===== config.mk =====
export PLATFORM = sky130hd
export DESIGN_NAME = fp_noncomp_slice
export DESIGN_NICKNAME = d
export VERILOG_FILES = /design/src/fp_slice_pkg.sv /design/src/fp_noncomp_slice.sv /design/src/fp_result_assembly.sv /design/src/fp_noncomp_lane.sv /design/src/fp_lane_pipe.sv
export VERILOG_INCLUDE_DIRS = /design/src /design/src/src
export SDC_FILE = /design/constraint.sdc
export NUM_CORES = 1
export LEC_CHECK = 0
export BUFFER_PORTS_ARGS = -buffer_cell sky130_fd_sc_hd__buf_2
export CORE_UTILIZATION = 61
export DETAILED_ROUTE_END_ITERATION = 12
export PLACE_DENSITY_LB_ADDON = 0.12
export SETUP_SLACK_MARGIN = 0.5
export SLEW_MARGIN = 25
export SYNTH_ARGS = -nofsm -noshare
export SYNTH_HDL_FRONTEND = slang
export SYNTH_SLANG_ARGS = --single-unit

===== constraint.sdc =====
create_clock -name clk_i -period 7.8 [get_ports clk_i]
set_input_delay 0.39 -clock clk_i [delete_from_list [all_inputs] [get_ports clk_i]]
set_output_delay 0.39 -clock clk_i [all_outputs]
set_load 0.01 [all_outputs]

===== src/fp_slice_macros.svh =====
`ifndef FP_SLICE_MACROS_SVH
`define FP_SLICE_MACROS_SVH

// ------------------------------------------------------------
// Datapath geometry
// ------------------------------------------------------------
`define FP_WIDTH      32 // One full slice word
`define FP16_WIDTH    16 // Half-precision lane width
`define FP_NUM_LANES  2  // FP16 vector fills two lanes

// ------------------------------------------------------------
// Pipeline and side-band
// ------------------------------------------------------------
`define FP_PIPE_REGS  2 // Register stages per lane
`define FP_TAG_W      4 // Tag carried with each request

// ------------------------------------------------------------
// Canonical quiet NaNs
// ------------------------------------------------------------
// Returned by min/max when both inputs are NaN
`define CANON_NAN32   32'h7FC0_0000
`define CANON_NAN16   16'h7E00

`endif

===== src/fp_slice_pkg.sv =====
`include "fp_slice_macros.svh"

package fp_slice_pkg;

  // ------------------------------------------------------------
  // Formats and operations
  // ------------------------------------------------------------
  typedef enum logic {
    FMT_FP32 = 1'b0, // Single lane, full word
    FMT_FP16 = 1'b1  // Low half, or both lanes when vectorial
  } fp_fmt_e;

  typedef enum logic [2:0] {
    OP_MIN   = 3'd0,
    OP_MAX   = 3'd1,
    OP_SGNJ  = 3'd2, // Sign of b
    OP_SGNJN = 3'd3, // Inverted sign of b
    OP_SGNJX = 3'd4  // XOR of both signs
  } fp_op_e;

  // ------------------------------------------------------------
  // Payloads
  // ------------------------------------------------------------
  // Carried by every stage of a lane pipeline
  typedef struct packed {
    logic [`FP_WIDTH-1:0] result;
    logic                 nv;   // Invalid operation
    logic                 mask; // SIMD mask bit of this lane
    fp_fmt_e              fmt;
    logic                 vec;
    logic [`FP_TAG_W-1:0] tag;
  } lane_payload_t;

  // Request as seen at the slice input
  typedef struct packed {
    logic [`FP_WIDTH-1:0]     op_a;
    logic [`FP_WIDTH-1:0]     op_b;
    fp_op_e                   op;
    fp_fmt_e                  fmt;
    logic                     vec;
    logic [`FP_NUM_LANES-1:0] mask;
    logic [`FP_TAG_W-1:0]     tag;
  } slice_req_t;

endpackage


===== src/fp_noncomp_slice.sv =====
`include "fp_slice_macros.svh"

module fp_noncomp_slice import fp_slice_pkg::*; (
  input  logic                 clk_i,
  input  logic                 rst_i,
  input  slice_req_t           req_i,
  input  logic                 in_valid_i,
  output logic                 in_ready_o,
  input  logic                 out_ready_i,
  output logic [`FP_WIDTH-1:0] result_o,
  output logic                 invalid_o,
  output logic [`FP_TAG_W-1:0] tag_o,
  output logic                 out_valid_o,
  output logic                 busy_o
);

  logic                              vec16_req;    // Request uses both lanes
  logic                              head_vec16;   // Lane 0 head uses both lanes
  logic [`FP_NUM_LANES-1:0]          lane_in_valid, lane_in_ready;
  logic [`FP_NUM_LANES-1:0]          lane_out_valid, lane_out_ready, lane_busy;
  lane_payload_t [`FP_NUM_LANES-1:0] lane_payload;
  logic [`FP_WIDTH-1:0]              opa_hi, opb_hi;

  // ------------------------------------------------------------
  // Input side
  // ------------------------------------------------------------
  assign vec16_req = req_i.vec & (req_i.fmt == FMT_FP16);
  assign opa_hi    = req_i.op_a >> `FP16_WIDTH;
  assign opb_hi    = req_i.op_b >> `FP16_WIDTH;

  assign lane_in_valid[0] = in_valid_i;
  // Upper lane only takes the request together with lane 0
  assign lane_in_valid[1] = in_valid_i & vec16_req & lane_in_ready[0];
  assign in_ready_o       = lane_in_ready[0];

  // ------------------------------------------------------------
  // Lanes
  // ------------------------------------------------------------
  fp_noncomp_lane lane_0 (
    .clk_i       (clk_i),
    .rst_i       (rst_i),
    .opa_i       (req_i.op_a),
    .opb_i       (req_i.op_b),
    .op_i        (req_i.op),
    .fmt_i       (req_i.fmt),
    .vec_i       (req_i.vec),
    .mask_i      (req_i.mask[0]),
    .tag_i       (req_i.tag),
    .in_valid_i  (lane_in_valid[0]),
    .in_ready_o  (lane_in_ready[0]),
    .out_ready_i (lane_out_ready[0]),
    .payload_o   (lane_payload[0]),
    .out_valid_o (lane_out_valid[0]),
    .busy_o      (lane_busy[0])
  );

  fp_noncomp_lane lane_1 (
    .clk_i       (clk_i),
    .rst_i       (rst_i),
    .opa_i       (opa_hi),
    .opb_i       (opb_hi),
    .op_i        (req_i.op),
    .fmt_i       (req_i.fmt),
    .vec_i       (req_i.vec),
    .mask_i      (req_i.mask[1]),
    .tag_i       (req_i.tag),
    .in_valid_i  (lane_in_valid[1]),
    .in_ready_o  (lane_in_ready[1]),
    .out_ready_i (lane_out_ready[1]),
    .payload_o   (lane_payload[1]),
    .out_valid_o (lane_out_valid[1]),
    .busy_o      (lane_busy[1])
  );

  // ------------------------------------------------------------
  // Output side
  // ------------------------------------------------------------
  assign head_vec16        = lane_payload[0].vec & (lane_payload[0].fmt == FMT_FP16);
  assign lane_out_ready[0] = out_ready_i;
  assign lane_out_ready[1] = out_ready_i & head_vec16; // Pop upper lane only for vectors

  fp_result_assembly u_assembly (
    .lane0_i   (lane_payload[0]),
    .lane1_i   (lane_payload[1]),
    .result_o  (result_o),
    .invalid_o (invalid_o),
    .tag_o     (tag_o)
  );

  assign out_valid_o = lane_out_valid[0];
  assign busy_o      = |lane_busy;

  a_lane1_follows: assert property (@(posedge clk_i) disable iff (rst_i)
    lane_out_valid[1] |-> lane_out_valid[0])
    else $error("Upper lane holds a result without lane 0");

  a_lane1_ready: assert property (@(posedge clk_i) disable iff (rst_i)
    in_valid_i && vec16_req && lane_in_ready[0] |-> lane_in_ready[1])
    else $error("Upper lane not ready for a vector request");

endmodule


===== src/fp_result_assembly.sv =====
`include "fp_slice_macros.svh"

module fp_result_assembly import fp_slice_pkg::*; (
  input  lane_payload_t        lane0_i,
  input  lane_payload_t        lane1_i,
  output logic [`FP_WIDTH-1:0] result_o,
  output logic                 invalid_o,
  output logic [`FP_TAG_W-1:0] tag_o
);

  localparam int unsigned H = `FP16_WIDTH;

  logic                                   is_vec16;
  lane_payload_t [`FP_NUM_LANES-1:0]      lanes;
  logic          [`FP_NUM_LANES-1:0]      lane_used;

  // Lane 0 carries the format and vector info of the head item
  assign is_vec16 = lane0_i.vec & (lane0_i.fmt == FMT_FP16);

  // ------------------------------------------------------------
  // Result packing
  // ------------------------------------------------------------
  always_comb begin : pack_result
    if (lane0_i.fmt == FMT_FP32) begin
      result_o = lane0_i.result;
    end else if (is_vec16) begin
      result_o = {lane1_i.result[H-1:0], lane0_i.result[H-1:0]};
    end else begin
      result_o = {{H{1'b1}}, lane0_i.result[H-1:0]}; // NaN-box scalar FP16
    end
  end

  // ------------------------------------------------------------
  // Status collapse under the SIMD mask
  // ------------------------------------------------------------
  assign lanes     = {lane1_i, lane0_i};
  assign lane_used = {is_vec16, 1'b1}; // Upper lane only for vectors

  always_comb begin : collapse_status
    invalid_o = 1'b0;
    for (int i = 0; i < `FP_NUM_LANES; i++) begin
      invalid_o = invalid_o | (lanes[i].nv & lanes[i].mask & lane_used[i]);
    end
  end

  assign tag_o = lane0_i.tag; // Upper lane tag is a copy

endmodule


===== src/fp_noncomp_lane.sv =====
`include "fp_slice_macros.svh"

module fp_noncomp_lane import fp_slice_pkg::*; (
  input  logic                 clk_i,
  input  logic                 rst_i,
  input  logic [`FP_WIDTH-1:0] opa_i,
  input  logic [`FP_WIDTH-1:0] opb_i,
  input  fp_op_e               op_i,
  input  fp_fmt_e              fmt_i,
  input  logic                 vec_i,
  input  logic                 mask_i,
  input  logic [`FP_TAG_W-1:0] tag_i,
  input  logic                 in_valid_i,
  output logic                 in_ready_o,
  input  logic                 out_ready_i,
  output lane_payload_t        payload_o,
  output logic                 out_valid_o,
  output logic                 busy_o
);

  localparam int unsigned PAD_W   = `FP_WIDTH - `FP16_WIDTH;
  localparam int unsigned MAN16_W = 10;
  localparam int unsigned MAN32_W = 23;

  typedef struct packed {
    logic                 sign;
    logic                 nan;
    logic                 snan;
    logic                 zero;
    logic [`FP_WIDTH-2:0] mag; // Magnitude, zero-extended for FP16
  } op_class_t;

  // Classify one operand at the width of the selected format
  function automatic op_class_t classify(input logic [`FP_WIDTH-1:0] op, input fp_fmt_e fmt);
    op_class_t c;
    logic      exp_ones;
    logic      man_nz;
    logic      quiet;
    if (fmt == FMT_FP16) begin
      c.sign   = op[`FP16_WIDTH-1];
      c.mag    = {{PAD_W{1'b0}}, op[`FP16_WIDTH-2:0]};
      exp_ones = &op[`FP16_WIDTH-2:MAN16_W];
      man_nz   = |op[MAN16_W-1:0];
      quiet    = op[MAN16_W-1];
    end else begin
      c.sign   = op[`FP_WIDTH-1];
      c.mag    = op[`FP_WIDTH-2:0];
      exp_ones = &op[`FP_WIDTH-2:MAN32_W];
      man_nz   = |op[MAN32_W-1:0];
      quiet    = op[MAN32_W-1];
    end
    c.nan  = exp_ones & man_nz;
    c.snan = c.nan & ~quiet; // MSB of mantissa clear
    c.zero = (c.mag == '0);
    return c;
  endfunction

  op_class_t            a_c, b_c;
  logic [`FP_WIDTH-1:0] opa_fmt, opb_fmt, canon_nan;
  logic                 a_lt_b;
  logic                 inj_sign;
  lane_payload_t        payload_d;

  // ------------------------------------------------------------
  // Operand decode
  // ------------------------------------------------------------
  assign a_c = classify(opa_i, fmt_i);
  assign b_c = classify(opb_i, fmt_i);

  assign opa_fmt   = (fmt_i == FMT_FP16) ? {{PAD_W{1'b0}}, opa_i[`FP16_WIDTH-1:0]} : opa_i;
  assign opb_fmt   = (fmt_i == FMT_FP16) ? {{PAD_W{1'b0}}, opb_i[`FP16_WIDTH-1:0]} : opb_i;
  assign canon_nan = (fmt_i == FMT_FP16) ? {{PAD_W{1'b0}}, `CANON_NAN16} : `CANON_NAN32;

  // Total order on non-NaN values, -0 below +0
  always_comb begin : compare
    if (a_c.zero && b_c.zero) begin
      a_lt_b = a_c.sign & ~b_c.sign;
    end else if (a_c.sign != b_c.sign) begin
      a_lt_b = a_c.sign;
    end else if (a_c.sign) begin
      a_lt_b = a_c.mag > b_c.mag; // Larger negative magnitude is smaller
    end else begin
      a_lt_b = a_c.mag < b_c.mag;
    end
  end

  // ------------------------------------------------------------
  // Operation select
  // ------------------------------------------------------------
  always_comb begin : op_select
    payload_d      = '0;
    payload_d.mask = mask_i;
    payload_d.fmt  = fmt_i;
    payload_d.vec  = vec_i;
    payload_d.tag  = tag_i;
    inj_sign       = b_c.sign;
    unique case (op_i)
      OP_MIN, OP_MAX: begin
        payload_d.nv = a_c.snan | b_c.snan;
        if (a_c.nan && b_c.nan) begin
          payload_d.result = canon_nan;
        end else if (a_c.nan) begin
          payload_d.result = opb_fmt; // Non-NaN operand wins
        end else if (b_c.nan) begin
          payload_d.result = opa_fmt;
        end else if ((op_i == OP_MIN) == a_lt_b) begin
          payload_d.result = opa_fmt;
        end else begin
          payload_d.result = opb_fmt;
        end
      end
      OP_SGNJ, OP_SGNJN, OP_SGNJX: begin
        if (op_i == OP_SGNJN) begin
          inj_sign = ~b_c.sign;
        end else if (op_i == OP_SGNJX) begin
          inj_sign = a_c.sign ^ b_c.sign;
        end
        if (fmt_i == FMT_FP16) begin
          payload_d.result = {{PAD_W{1'b0}}, inj_sign, a_c.mag[`FP16_WIDTH-2:0]};
        end else begin
          payload_d.result = {inj_sign, a_c.mag};
        end
      end
      default: payload_d.result = '0;
    endcase
  end

  fp_lane_pipe u_pipe (
    .clk_i       (clk_i),
    .rst_i       (rst_i),
    .in_valid_i  (in_valid_i),
    .in_ready_o  (in_ready_o),
    .data_i      (payload_d),
    .out_valid_o (out_valid_o),
    .out_ready_i (out_ready_i),
    .data_o      (payload_o),
    .busy_o      (busy_o)
  );

  // Head item has a defined format
  a_head_fmt: assert property (@(posedge clk_i) disable iff (rst_i)
    out_valid_o |-> (payload_o.fmt inside {FMT_FP32, FMT_FP16}))
    else $error("Lane head payload has an illegal format");

endmodule


===== src/fp_lane_pipe.sv =====
`include "fp_slice_macros.svh"

module fp_lane_pipe import fp_slice_pkg::*; (
  input  logic          clk_i,
  input  logic          rst_i,
  input  logic          in_valid_i,
  output logic          in_ready_o,
  input  lane_payload_t data_i,
  output logic          out_valid_o,
  input  logic          out_ready_i,
  output lane_payload_t data_o,
  output logic          busy_o
);

  localparam int unsigned N = `FP_PIPE_REGS;

  logic [N-1:0]  valid_q;
  lane_payload_t data_q [N];
  logic [N-1:0]  valid_in;  // What each stage would load
  lane_payload_t data_in [N];
  logic [N:0]    rdy;       // rdy[i] lets stage i load

  // ------------------------------------------------------------
  // Stage inputs and backward ready chain
  // ------------------------------------------------------------
  always_comb begin : stage_inputs
    valid_in[0] = in_valid_i;
    data_in[0]  = data_i;
    for (int i = 1; i < N; i++) begin
      valid_in[i] = valid_q[i-1];
      data_in[i]  = data_q[i-1];
    end
  end

  always_comb begin : ready_chain
    rdy[N] = out_ready_i;
    for (int i = N - 1; i >= 0; i--) begin
      rdy[i] = rdy[i+1] | ~valid_q[i]; // Stage empty or being drained
    end
  end

  // ------------------------------------------------------------
  // Registers
  // ------------------------------------------------------------
  always_ff @(posedge clk_i) begin
    for (int i = 0; i < N; i++) begin
      if (rst_i) begin
        valid_q[i] <= 1'b0;
      end else if (rdy[i]) begin
        valid_q[i] <= valid_in[i];
      end
    end
  end

  always_ff @(posedge clk_i) begin
    for (int i = 0; i < N; i++) begin
      if (rdy[i] && valid_in[i]) data_q[i] <= data_in[i]; // Only real items load
    end
  end

  assign in_ready_o  = rdy[0];
  assign out_valid_o = valid_q[N-1];
  assign data_o      = data_q[N-1];
  assign busy_o      = |valid_q;

  a_hold_stable: assert property (@(posedge clk_i) disable iff (rst_i)
    out_valid_o && !out_ready_i |=> out_valid_o && $stable(data_o))
    else $error("Lane output changed while stalled");

endmodule


==> results.cfg, run 1 <==
[outcome]
status = finished, final reports clean

[hold_path]
worstHoldPathCells = 1
min_to = lane_0.u_pipe.data_q[0][3]
hp-start = req_i[3]
min_path_type = in2reg

[synthesis]
synth.distinct_cells = 69
synth-adder-area-share_pct = 8.97
synth_cells = 610
yosysSeqAreaShare_pct = 52.1
mappedNetlistNets = 738
synth_compound_area_share_pct = 16.9
async_reset_ff_share_pct = 0
synth-edff-count = 116
synth_top_family_by_area = compound AO/OA/AOI/OAI gates
synth-seq-cells = 120
yosysWarnings = 0
synthSimpleGateAreaFrac_pct = 15.1
muxShareOfSynthArea_pct = 0.311
avgSynthCellArea_um2 = 11.2
syn_area_um2 = 6840
synth_ff_type = edfxtp_1
synthXorXnorAreaFrac_pct = 0.915

[sta]
skew_ns = 0.00877
slew_violations = 0
fin_crit_sh_pct = 60.3
setup_viol = 0
tightest_slew_ns = 0.988
hold_viol = 0
slew_headroom_pct = 33.8
finalSetupTns_ns = 0
fmax_mhz = 213
rsz0062_at_grt = false
worst_slack_ns = 3.10
period_needed_ns = 4.70

[worst_setup_path]
setup.worst_path.end_class = flop
r2r-end = lane_1.u_pipe.data_q[0][7]
crit_required_ns = 8.13
critPathMaxFanout = 42
r2r_setup_slack_ns = 5.55
cp_data_arrival_time_ns = 5.04
worstReg2RegStart = lane_0.u_pipe.valid_q[1]
startpoint = req_i[7]
rr_worst_depth = 6
path_class = in2reg
worst_setup_path_start_kind = input pin

[placed_design]
port_buffers = 118
hpwl_um = 13400
gp_congestion = 0.958
dp_slack_ns = 2.85

[cells_and_area]
area_growth_pct = 16.3
most-common-layout-cells = buf_2 (118), edfxtp_1 (116), nand2_1 (51)
nets = 838
drive_gt1_share_pct = 25.0
antennaDiodeCount = 0
layout_commonest_cell = buf_2

[cts]
cts_buffers = 17
cts_tree = done
cts_resized = 0
clkLatencyLatePin_ns = 0.53
post_cts_buffers = 0
path_clk_slew_ns = 0.06
clock_path_buffers = 2
clock-sinks = 120
clock-root-buffer = clkbuf_8
cts_max_level = 4
cts_hold_buf = 0

[run]
drv_cap = 0

[floorplanning]
initial_core_util_pct = 62.8
pin_count = 119
core_area_um2 = 10900
die-width_um = 108
dieArea_um2 = 11600
fp-row-count = 38
die_h_um = 108

[pwr]
share_seq_of_total_power_pct = 43.6
p_leak_uw = 0.00322
p_switching_uw = 456
clock_power_share_pct = 41.9
p_int_uw = 1300
ir_worst_vdd_mv = 0.271
powerDensity_nw_per_um2 = 221
comb_power_share_pct = 14.5
swShare_pct = 26.0

[global_routing]
grt_pass1_vias = 5302
grt-ovfl-total = 0
grt_pass1_wl_um = 28200
antenna_found_initial = 0
grt_max_degree = 43
track_usage_pct = 33.3

[drt]
drt_iter0_drc = 599
antenna_left = 0
routedWlPerCell_um = 22.0
routed_via_density = 6.44
firstDrtPassIters = 5
num_vias = 5541
drc_errors = 0
routed_wl_um = 18900
==> state kept, by name, indices dropped and copies added, names as in the netlist <==
signal                 cells
lane_1.u_pipe.data_q      36
lane_1.u_pipe.valid_q      2
lane_0.u_pipe.data_q      80
lane_0.u_pipe.valid_q      2
==> metal layers <==
metal	global-route usage (%)	vias up	part of all wire, %
met5	0	-	0
met4	12.2	0	2.9
met3	7.63	56	8.1
met2	55.0	308	49
met1	42.8	2659	40
li1	-	2518	-
==> cell type report <==
class | count | area (um2)
sequential | 120 | 3560
multi-input combinational | 411 | 2900
tap | 140 | 175
clock buffer | 18 | 418
timing repair buffer | 123 | 628
clock inverter | 12 | 130
fill | 753 | 2940
inverter | 37 | 139
==> worst max-delay path by stage <==
stage                     slack (ns)                           to  cells past startpoint
after floorplan                 3.87  lane_0.u_pipe.data_q[0][17]                     15
after global placement          2.95  lane_0.u_pipe.data_q[0][10]                     13
after detailed placement        2.85  lane_0.u_pipe.data_q[0][15]                     13
after CTS                       3.30  lane_0.u_pipe.data_q[0][18]                     14
after global routing            2.87  lane_0.u_pipe.data_q[0][15]                     13
final                           3.10  lane_0.u_pipe.data_q[0][18]                     14
==> metrics by stage <==
step / area, um2 / std cells / hold WS [ns] / total power (uW) / utilization (%)
after floorplan: 6840 / 610 / 0.400 / 931 / -
after global placement: 7400 / 831 / 0.401 / 1010 / 68.0
after detailed placement: 7400 / 831 / 0.405 / 1020 / 68.0
after CTS: 7950 / 861 / 0.0170 / 1750 / 73.0
after global routing: 7950 / 861 / 0.0121 / 1810 / 73.0
final: 7950 / 861 / 0.0373 / 1750 / 73.0
==> worst max-delay path, stage by stage <==
cell and delay, ns:
buf_2 0.58, inv_1 0.62, nand2_1 0.18, ha_1 0.26, a211oi_1 0.24, o21bai_1 0.11
a21oi_1 0.20, o211ai_1 0.13, or3_1 0.44, a211o_1 0.33, a31oi_1 0.80, buf_4 0.31
nor2_1 0.13, o2bb2ai_1 0.30
==> cell families (layout without fill, tap and decap cells) <==
logic type	count (synthesis)	in the layout
fa+ha+maj	49	49
compound gates	156	156
simple gates	199	199
mux	2	2
flops	120	120
xor+xnor	5	5
buf+inv	79	190
==> power groups by stage <==
stage	Combinational, uW	Sequential (uW)	Clock [uW]
after floorplan	159	772	0
after global placement	237	774	0
after detailed placement	246	777	0
after CTS	249	765	739
after global routing	274	767	767
final	255	764	735
==> synth_stat cells, types with 3 or more instances <==
| cell | instances | share of area [%] |
|---|---|---|
| dfxtp_1 | 4 | 1.2 |
| buf_4 | 21 | 2.3 |
| ha_1 | 49 | 9.0 |
| clkbuf_1 | 15 | 0.82 |
| a31oi_1 | 3 | 0.27 |
| o2bb2ai_1 | 10 | 1.3 |
| nor3_1 | 10 | 0.73 |
| a21oi_1 | 31 | 2.3 |
| nor2b_1 | 23 | 2.1 |
| xnor2_1 | 3 | 0.38 |
| or4_1 | 3 | 0.33 |
| and3_2 | 5 | 0.55 |
| o22a_1 | 16 | 2.1 |
| o211ai_1 | 4 | 0.44 |
| o21bai_1 | 3 | 0.33 |
| a21o_1 | 6 | 0.66 |
| o21ai_0 | 25 | 1.8 |
| nand3_1 | 17 | 1.2 |
| and3_1 | 4 | 0.37 |
| nand4_1 | 15 | 1.4 |
| a22o_1 | 12 | 1.5 |
| a211oi_1 | 5 | 0.55 |
| nor2_1 | 39 | 2.1 |
| inv_1 | 37 | 2.0 |
| or3_1 | 4 | 0.37 |
| nand2b_1 | 7 | 0.64 |
| nor4_1 | 9 | 0.82 |
| a221o_2 | 4 | 0.66 |
| nand2_1 | 51 | 2.8 |
| buf_1 | 3 | 0.16 |
| a22o_2 | 8 | 1.2 |
| edfxtp_1 | 116 | 51 |
No activity file was read; power rests on OpenSTA's default activity.
==> run 2: changes to the inputs <==
--- a/config.mk
+++ b/config.mk
@@ -6,8 +6,9 @@
 export SDC_FILE = /design/constraint.sdc
 export NUM_CORES = 1
 export LEC_CHECK = 0
+export ABC_AREA = 1
 export BUFFER_PORTS_ARGS = -buffer_cell sky130_fd_sc_hd__buf_2
-export CORE_UTILIZATION = 61
+export CORE_UTILIZATION = 58
 export DETAILED_ROUTE_END_ITERATION = 12
 export PLACE_DENSITY_LB_ADDON = 0.12
 export SETUP_SLACK_MARGIN = 0.5
==> constraint.sdc (replaced) <==
create_clock -name clk_i -period 4.81 [get_ports clk_i]
set_input_delay 0.2405 -clock clk_i [delete_from_list [all_inputs] [get_ports clk_i]]
set_output_delay 0.2405 -clock clk_i [all_outputs]
set_load 0.01 [all_outputs]
==> run 2 against run 1 <==
  * Non-clock buffer count rose by 9
  * Die area rose by 15%
  * Critical path type unchanged
  * Sequential share of layout area fell by 4.0 points
  * Worst setup slack got worse by 1.7 ns
  * Core utilization fell by 3.9 points
  * Highest routed layer unchanged
  * Register-to-register slack got worse by 3.0 ns
==> results.cfg, run 2 <==
[cells_and_area]
antennaDiodeCount = 0
most-common-layout-cells = nand2_1 (301), inv_1 (118), buf_2 (118)
fin_cells = 1198
regMostFlops = lane_0.u_pipe.data_q
largest_reg_flops = 80
layout_commonest_cell = nand2_1
area_growth_pct = 16.2
top_regs = lane_0.u_pipe.data_q x80, lane_1.u_pipe.data_q x36
nets = 1141
drive_gt1_share_pct = 16.2

[sta]
tightest_slew_ns = 0.986
hold_viol = 0
slew_headroom_pct = 34.1
rsz0062_at_grt = false
fin_crit_sh_pct = 70.8
skew_ns = 0.00584
period_needed_ns = 3.40
fmax_mhz = 294
finalSetupTns_ns = 0
setup_viol = 0
slew_violations = 0

[floorplanning]
die-width_um = 116
initial_core_util_pct = 59.5
die_h_um = 116
core_area_um2 = 12600
fp-row-count = 41
pin_count = 119
dieArea_um2 = 13400

[cts]
cts_buffers = 17
cts_max_level = 4
path_clk_slew_ns = 0.05
clock-sinks = 120
clock-root-buffer = clkbuf_16
cts_resized = 0
post_cts_buffers = 0
clkLatencyLatePin_ns = 0.41
clock_path_buffers = 2
cts_tree = done

[global_routing]
grt_pass1_wl_um = 29300
antenna_found_initial = 0
use_met1_pct = 42.6
grt_pass1_vias = 5707
grt_use_met2_pct = 44.5
grt.met3_usage_pct = 6.22
top_usage_layer = met2
track_usage_pct = 29.6
grt_max_degree = 48
grt-ovfl-total = 0

[drt]
firstDrtPassIters = 5
routedWlPerCell_um = 15.7
drc_errors = 0
routed_wl_um = 18900
num_vias = 6415
antenna_left = 0
routed_via_density = 5.35
drt_iter0_drc = 659

[synthesis]
synth_top_area_share_pct = 46.4
mappedNetlistNets = 1037
synth.most_common_cell = nand2_1
yosysTopAreaCell = edfxtp_1
yosysWarnings = 0
synth_cells = 909
yosysSeqAreaShare_pct = 47.4
async_reset_ff_share_pct = 0
avgSynthCellArea_um2 = 8.26
synth.distinct_cells = 38
synth-edff-count = 116
syn_area_um2 = 7510
ys_top_cells_by_area = edfxtp_1 (46%), nand2_1 (15%), ha_1 (8.2%)
synth-seq-cells = 120
yosys-top-cells-count = nand2_1 (301), inv_1 (118), edfxtp_1 (116)
synth_ff_type = edfxtp_1

[worst_setup_path]
rr_worst_depth = 6
path_class = in2reg
startpoint = req_i[7]
cp_data_arrival_time_ns = 3.56
critPathMaxFanout = 41
critPathMostFrequentCell = nand2_1
cp-endpoint = lane_0.u_pipe.data_q[0][37]
crit_buf_inv = 3
cp.depth = 21
crit_chain = buf_2 -> inv_2 -> nand2_1 -> ha_1 -> nand2_1 -> nor2_1 -> nand3_1 -> nor3b_1 -> nand2_1 -> nand2_1 -> nand2_1 -> nand2_1 -> nand3_1 -> nand3_1 -> nand3_4 -> nand2_4 -> inv_1 -> nand2_1 -> nand2_1 -> nand2_1 -> nand2_1
slowest_delay_ns = 0.39
r2r-end = lane_1.u_pipe.data_q[0][18]
worst_setup_path_start_kind = input pin
setup.worst_path.end_class = flop
crit_required_ns = 4.97
r2r_setup_slack_ns = 2.57
worstReg2RegStart = lane_0.u_pipe.data_q[0][45]
critPathSlowestCell = nand2_4
crit_family = simple AND/OR/NAND/NOR gates

[outcome]
status = finished, final reports clean

[pwr]
p_leak_uw = 0.00414
powerDensity_nw_per_um2 = 337
ir_worst_vdd_mv = 0.207

[placed_design]
port_buffers = 118
gp_congestion = 0.928
hpwl_um = 14100
dpl.cell_count = 1161

[run]
drv_cap = 0

[hold_path]
min_path_type = in2reg
run 2: changes by cell type after synthesis, moves of 10 or more:
cell       before  now
a21oi_1        31   46
a22o_1         12    0
inv_1          37  118
nand2_1        51  301
nand3_1        17   58
nor2_1         39   59
nor2b_1        23    0
o21ai_0        25   35
o2bb2ai_1      10    0
run 2: power by group:
part           internal (uW)  leakage (uW)  switching, uW
clock                    761      0.000274            442
sequential              1220       0.00114           15.6
combinational            165       0.00272            336
total                   2150       0.00414            794
run 2: kinds of logic after synthesis:
group                    after synthesis  synth area share, %
flip-flops                           120                 47.4
AO/OA/AOI/OAI                        110                 8.43
adder cells (fa/ha/maj)               49                 8.16
buffers and inverters                166                 9.99
AND/OR/NAND/NOR                      464                 26.0
run 2: worst min-delay path by stage:
stage	startpoint	to	slack, ns	cells past startpoint
after floorplan	rst_i	lane_0.u_pipe.valid_q[0]	0.31	1
after global placement	lane_0.u_pipe.data_q[0][2]	lane_0.u_pipe.data_q[0][42]	0.40	0
after detailed placement	lane_0.u_pipe.data_q[0][13]	lane_0.u_pipe.data_q[0][53]	0.40	0
after CTS	req_i[5]	lane_1.u_pipe.data_q[0][6]	0.0004	1
after global routing	req_i[5]	lane_1.u_pipe.data_q[0][6]	0.007	1
final	req_i[5]	lane_1.u_pipe.data_q[0][6]	0.02	1
run 2: worst reg2reg max path: cells and delay by family (launching register included):
| kind | cells | cell delay, ns |
|---|---|---|
| AND/OR/NAND/NOR | 3 | 0.63 |
| flip-flops | 1 | 0.33 |
| buffers and inverters | 2 | 0.50 |
| AO/OA/AOI/OAI | 1 | 0.47 |
run 2: cell type report:
| type | count | area, um2 |
|---|---|---|
| Tap cell | 172 | 215 |
| Timing Repair Buffer | 132 | 708 |
| Multi-Input combinational cell | 623 | 3210 |
| Sequential cell | 120 | 3560 |
| Clock inverter | 15 | 155 |
| Inverter | 119 | 447 |
| Clock buffer | 17 | 425 |
| Fill cell | 1080 | 3890 |
run 2: timing repair:
item                                    4_1_cts  5_1_grt
hold endpoints to repair                      5        0
endpoints found under the setup margin        0        0
hold buffers                                  5        0
run 2: routing by layer:
metal  part of all wire (%)  wire length [um]  vias up
li1                       -                 -     3231
met3                    9.6              1810       29
met1                     45              8450     2861
met2                     44              8210      294
met5                      0                 0        -
met4                    2.1               395        0
run 2: stage by stage:
stage	power, uW	utilization [%]	cell area (um2)	setup slack, ns	hold slack (ns)
2_1_floorplan	1600	-	7510	1.95	0.310
4_1_cts	2950	69.1	8720	1.49	0.000433
6_report	2940	69.1	8720	1.41	0.0155
3_3_place_gp	1740	64.1	8090	1.07	0.401
5_1_grt	3070	69.1	8720	0.956	0.00662
3_5_place_dp	1750	64.1	8090	1.07	0.405
==> run 3: changes to the inputs <==
--- a/config.mk
+++ b/config.mk
@@ -8,7 +8,7 @@
 export LEC_CHECK = 0
 export ABC_AREA = 1
 export BUFFER_PORTS_ARGS = -buffer_cell sky130_fd_sc_hd__buf_2
-export CORE_UTILIZATION = 58
+export CORE_UTILIZATION = 52
 export DETAILED_ROUTE_END_ITERATION = 12
 export PLACE_DENSITY_LB_ADDON = 0.12
 export SETUP_SLACK_MARGIN = 0.5
==> constraint.sdc (replaced) <==
create_clock -name clk_i -period 2.9 [get_ports clk_i]
set_input_delay 0.145 -clock clk_i [delete_from_list [all_inputs] [get_ports clk_i]]
set_output_delay 0.145 -clock clk_i [all_outputs]
set_load 0.01 [all_outputs]
==> run 3 against run 2 <==
  * Sequential power increased by 65%
  * Critical path type unchanged
  * Combinational power increased by 120%
  * Critical path depth increased by 3
  * Final cell count increased by 4.5%
  * Sequential cell count unchanged
  * Via count increased by 5.2%
  * Design area increased by 11%
  * Largest power group is now clock
==> results.cfg, run 3 (synthesis gave the netlist of run 2 again) <==
[outcome]
status = finished, final reports clean

[run]
drv_cap = 0

[drt]
drt_iter0_drc = 599
antenna_left = 0
num_vias = 6750
routed_wl_um = 20600
routed_via_density = 5.39
met3_length_um = 1770
wl_met2_um = 9390
drc_errors = 0
met1Wirelength_um = 9110
highest_layer = met4
firstDrtPassIters = 7
routedWlPerCell_um = 16.5

[cells_and_area]
seq_area_um2 = 3560
regMostFlops = lane_0.u_pipe.data_q
final_area_um2 = 9690
largest_reg_flops = 80
antennaDiodeCount = 0
area_growth_pct = 29.0
most-common-layout-cells = nand2_1 (266), buf_2 (117), edfxtp_1 (116)
fill_cells = 1146
top_regs = lane_0.u_pipe.data_q x80, lane_1.u_pipe.data_q x36
nets = 1187
layout_commonest_cell = nand2_1
multiInputGateArea_um2 = 3610
drive_gt1_share_pct = 27.7

[pwr]
powerDensity_nw_per_um2 = 543
p_leak_uw = 0.00449
ir_worst_vdd_mv = 0.284

[cts]
clkLatencyLatePin_ns = 0.40
clock-root-buffer = clkbuf_16
cts_tree = done
clock_path_buffers = 2
path_clk_slew_ns = 0.05
cts_buffers = 17
cts_max_level = 4
clock-sinks = 120

[global_routing]
grt-ovfl-total = 0
antenna_found_initial = 0
track_usage_pct = 27.8
grt_pass1_vias = 5956
grt_pass1_wl_um = 30900
grt_max_degree = 48

[placed_design]
port_buffers = 118
hpwl_um = 14900
gp_congestion = 0.954
post_dp_cell_area_um2 = 8370

[worst_setup_path]
critPathSlowestCell = ha_1
path_class = in2reg
critPathMaxFanout = 11
rr_worst_depth = 7
critPathMostFrequentCell = nand2_1
setup.worst_path.end_class = flop
crit_chain = buf_16 -> inv_8 -> nand2_1 -> ha_1 -> nand2_1 -> inv_1 -> nand2_1 -> nand2_1 -> nand2_1 -> nand2_2 -> a21oi_2 -> nand2_1 -> nand2_1 -> nand2_2 -> nand2_1 -> nand2_1 -> nand3_2 -> nand3_4 -> nand2_8 -> clkinvlp_4 -> nand2_2 -> nand2_1 -> nand2_1 -> nand2_1
crit_required_ns = 3.05
worstReg2RegStart = lane_0.u_pipe.data_q[0][45]
r2r_setup_slack_ns = 0.93
slowest_delay_ns = 0.30
cp_data_arrival_time_ns = 2.46
r2r-end = lane_1.u_pipe.data_q[0][17]
worst_setup_path_start_kind = input pin

[hold_path]
min_to = lane_0.u_pipe.valid_q[1]
hp-start = out_ready_i
min_path_type = in2reg
worstHoldPathCells = 4

[sta]
hold_viol = 0
fmax_mhz = 433
slew_headroom_pct = 48.1
slew_violations = 0
skew_ns = 0.00949
tightest_slew_ns = 0.770
rsz0062_at_grt = true
finalSetupTns_ns = 0
fin_crit_sh_pct = 79.6
period_needed_ns = 2.31
setup_viol = 0

[floorplanning]
pin_count = 119
fp-row-count = 43
die-width_um = 122
core_area_um2 = 14000
die_h_um = 122
dieArea_um2 = 14900
initial_core_util_pct = 53.7
run 3: worst max-delay path by stage:
stage	from	end	slack [ns]
after global placement	req_i[7]	lane_1.u_pipe.data_q[0][18]	0.1
after floorplan	req_i[7]	lane_0.u_pipe.data_q[0][33]	0.51
after global routing	req_i[7]	lane_0.u_pipe.data_q[0][36]	0.44
after detailed placement	req_i[7]	lane_0.u_pipe.data_q[0][39]	0.03
final	req_i[7]	lane_0.u_pipe.data_q[0][36]	0.59
after CTS	req_i[7]	lane_0.u_pipe.data_q[0][39]	0.50
run 3: through the flow:
step	cells	setup slack (ns)	total power, uW	util [%]	hold slack, ns
finish	1252	0.593	5260	69.3	0.0694
global route	1252	0.441	5480	69.3	0.0931
CTS	1237	0.500	5080	64.9	0.0521
detailed placement	1197	0.0263	2950	59.8	0.323
global placement	1197	0.0967	2950	59.8	0.322
floorplan	909	0.511	2660	-	0.214
run 3: power by group:
part           leakage, uW  switching, uW  total, uW  internal [uW]
sequential         0.00114           26.3       2050           2030
clock             0.000300            682       2110           1430
combinational      0.00304            663       1090            430
run 3: final cells by class:
| class | instances | share of cell area (%) |
|---|---|---|
| repair inverters | 2 | 0.207 |
| clock buffers | 23 | 5.04 |
| inverters | 119 | 4.89 |
| clock inverters | 9 | 1.25 |
| repair buffers | 176 | 12.2 |
| multi-input cells | 623 | 37.3 |
| flip-flops and latches | 120 | 36.8 |
| well taps | 180 | 2.32 |
run 3: metal layers:
layer	GRT usage [%]	vias to the layer above
met5	0	-
met4	8.84	0
met3	5.43	37
met2	42.5	324
met1	39.8	3064
li1	-	3325
run 3: worst max-delay path, delay by kind of cell:
| kind | cells | cell delay [ns] |
|---|---|---|
| and+or+nand+nor | 18 | 1.44 |
| AOI/OAI and AO/OA | 1 | 0.12 |
| adders and majority gates | 1 | 0.30 |
| buffers and inverters | 4 | 0.44 |
run 3: timing repair:
| item | 4_1_cts | 5_1_grt |
|---|---|---|
| gates cloned | 0 | 6 |
| hold buffers | 8 | 0 |
| hold endpoints to repair | 11 | 0 |
| endpoints found under the setup margin | 9 | 48 |
| gates resized for setup | 5 | 116 |
| pin swaps | 1 | 37 |
| buffers inserted | 0 | 9 |
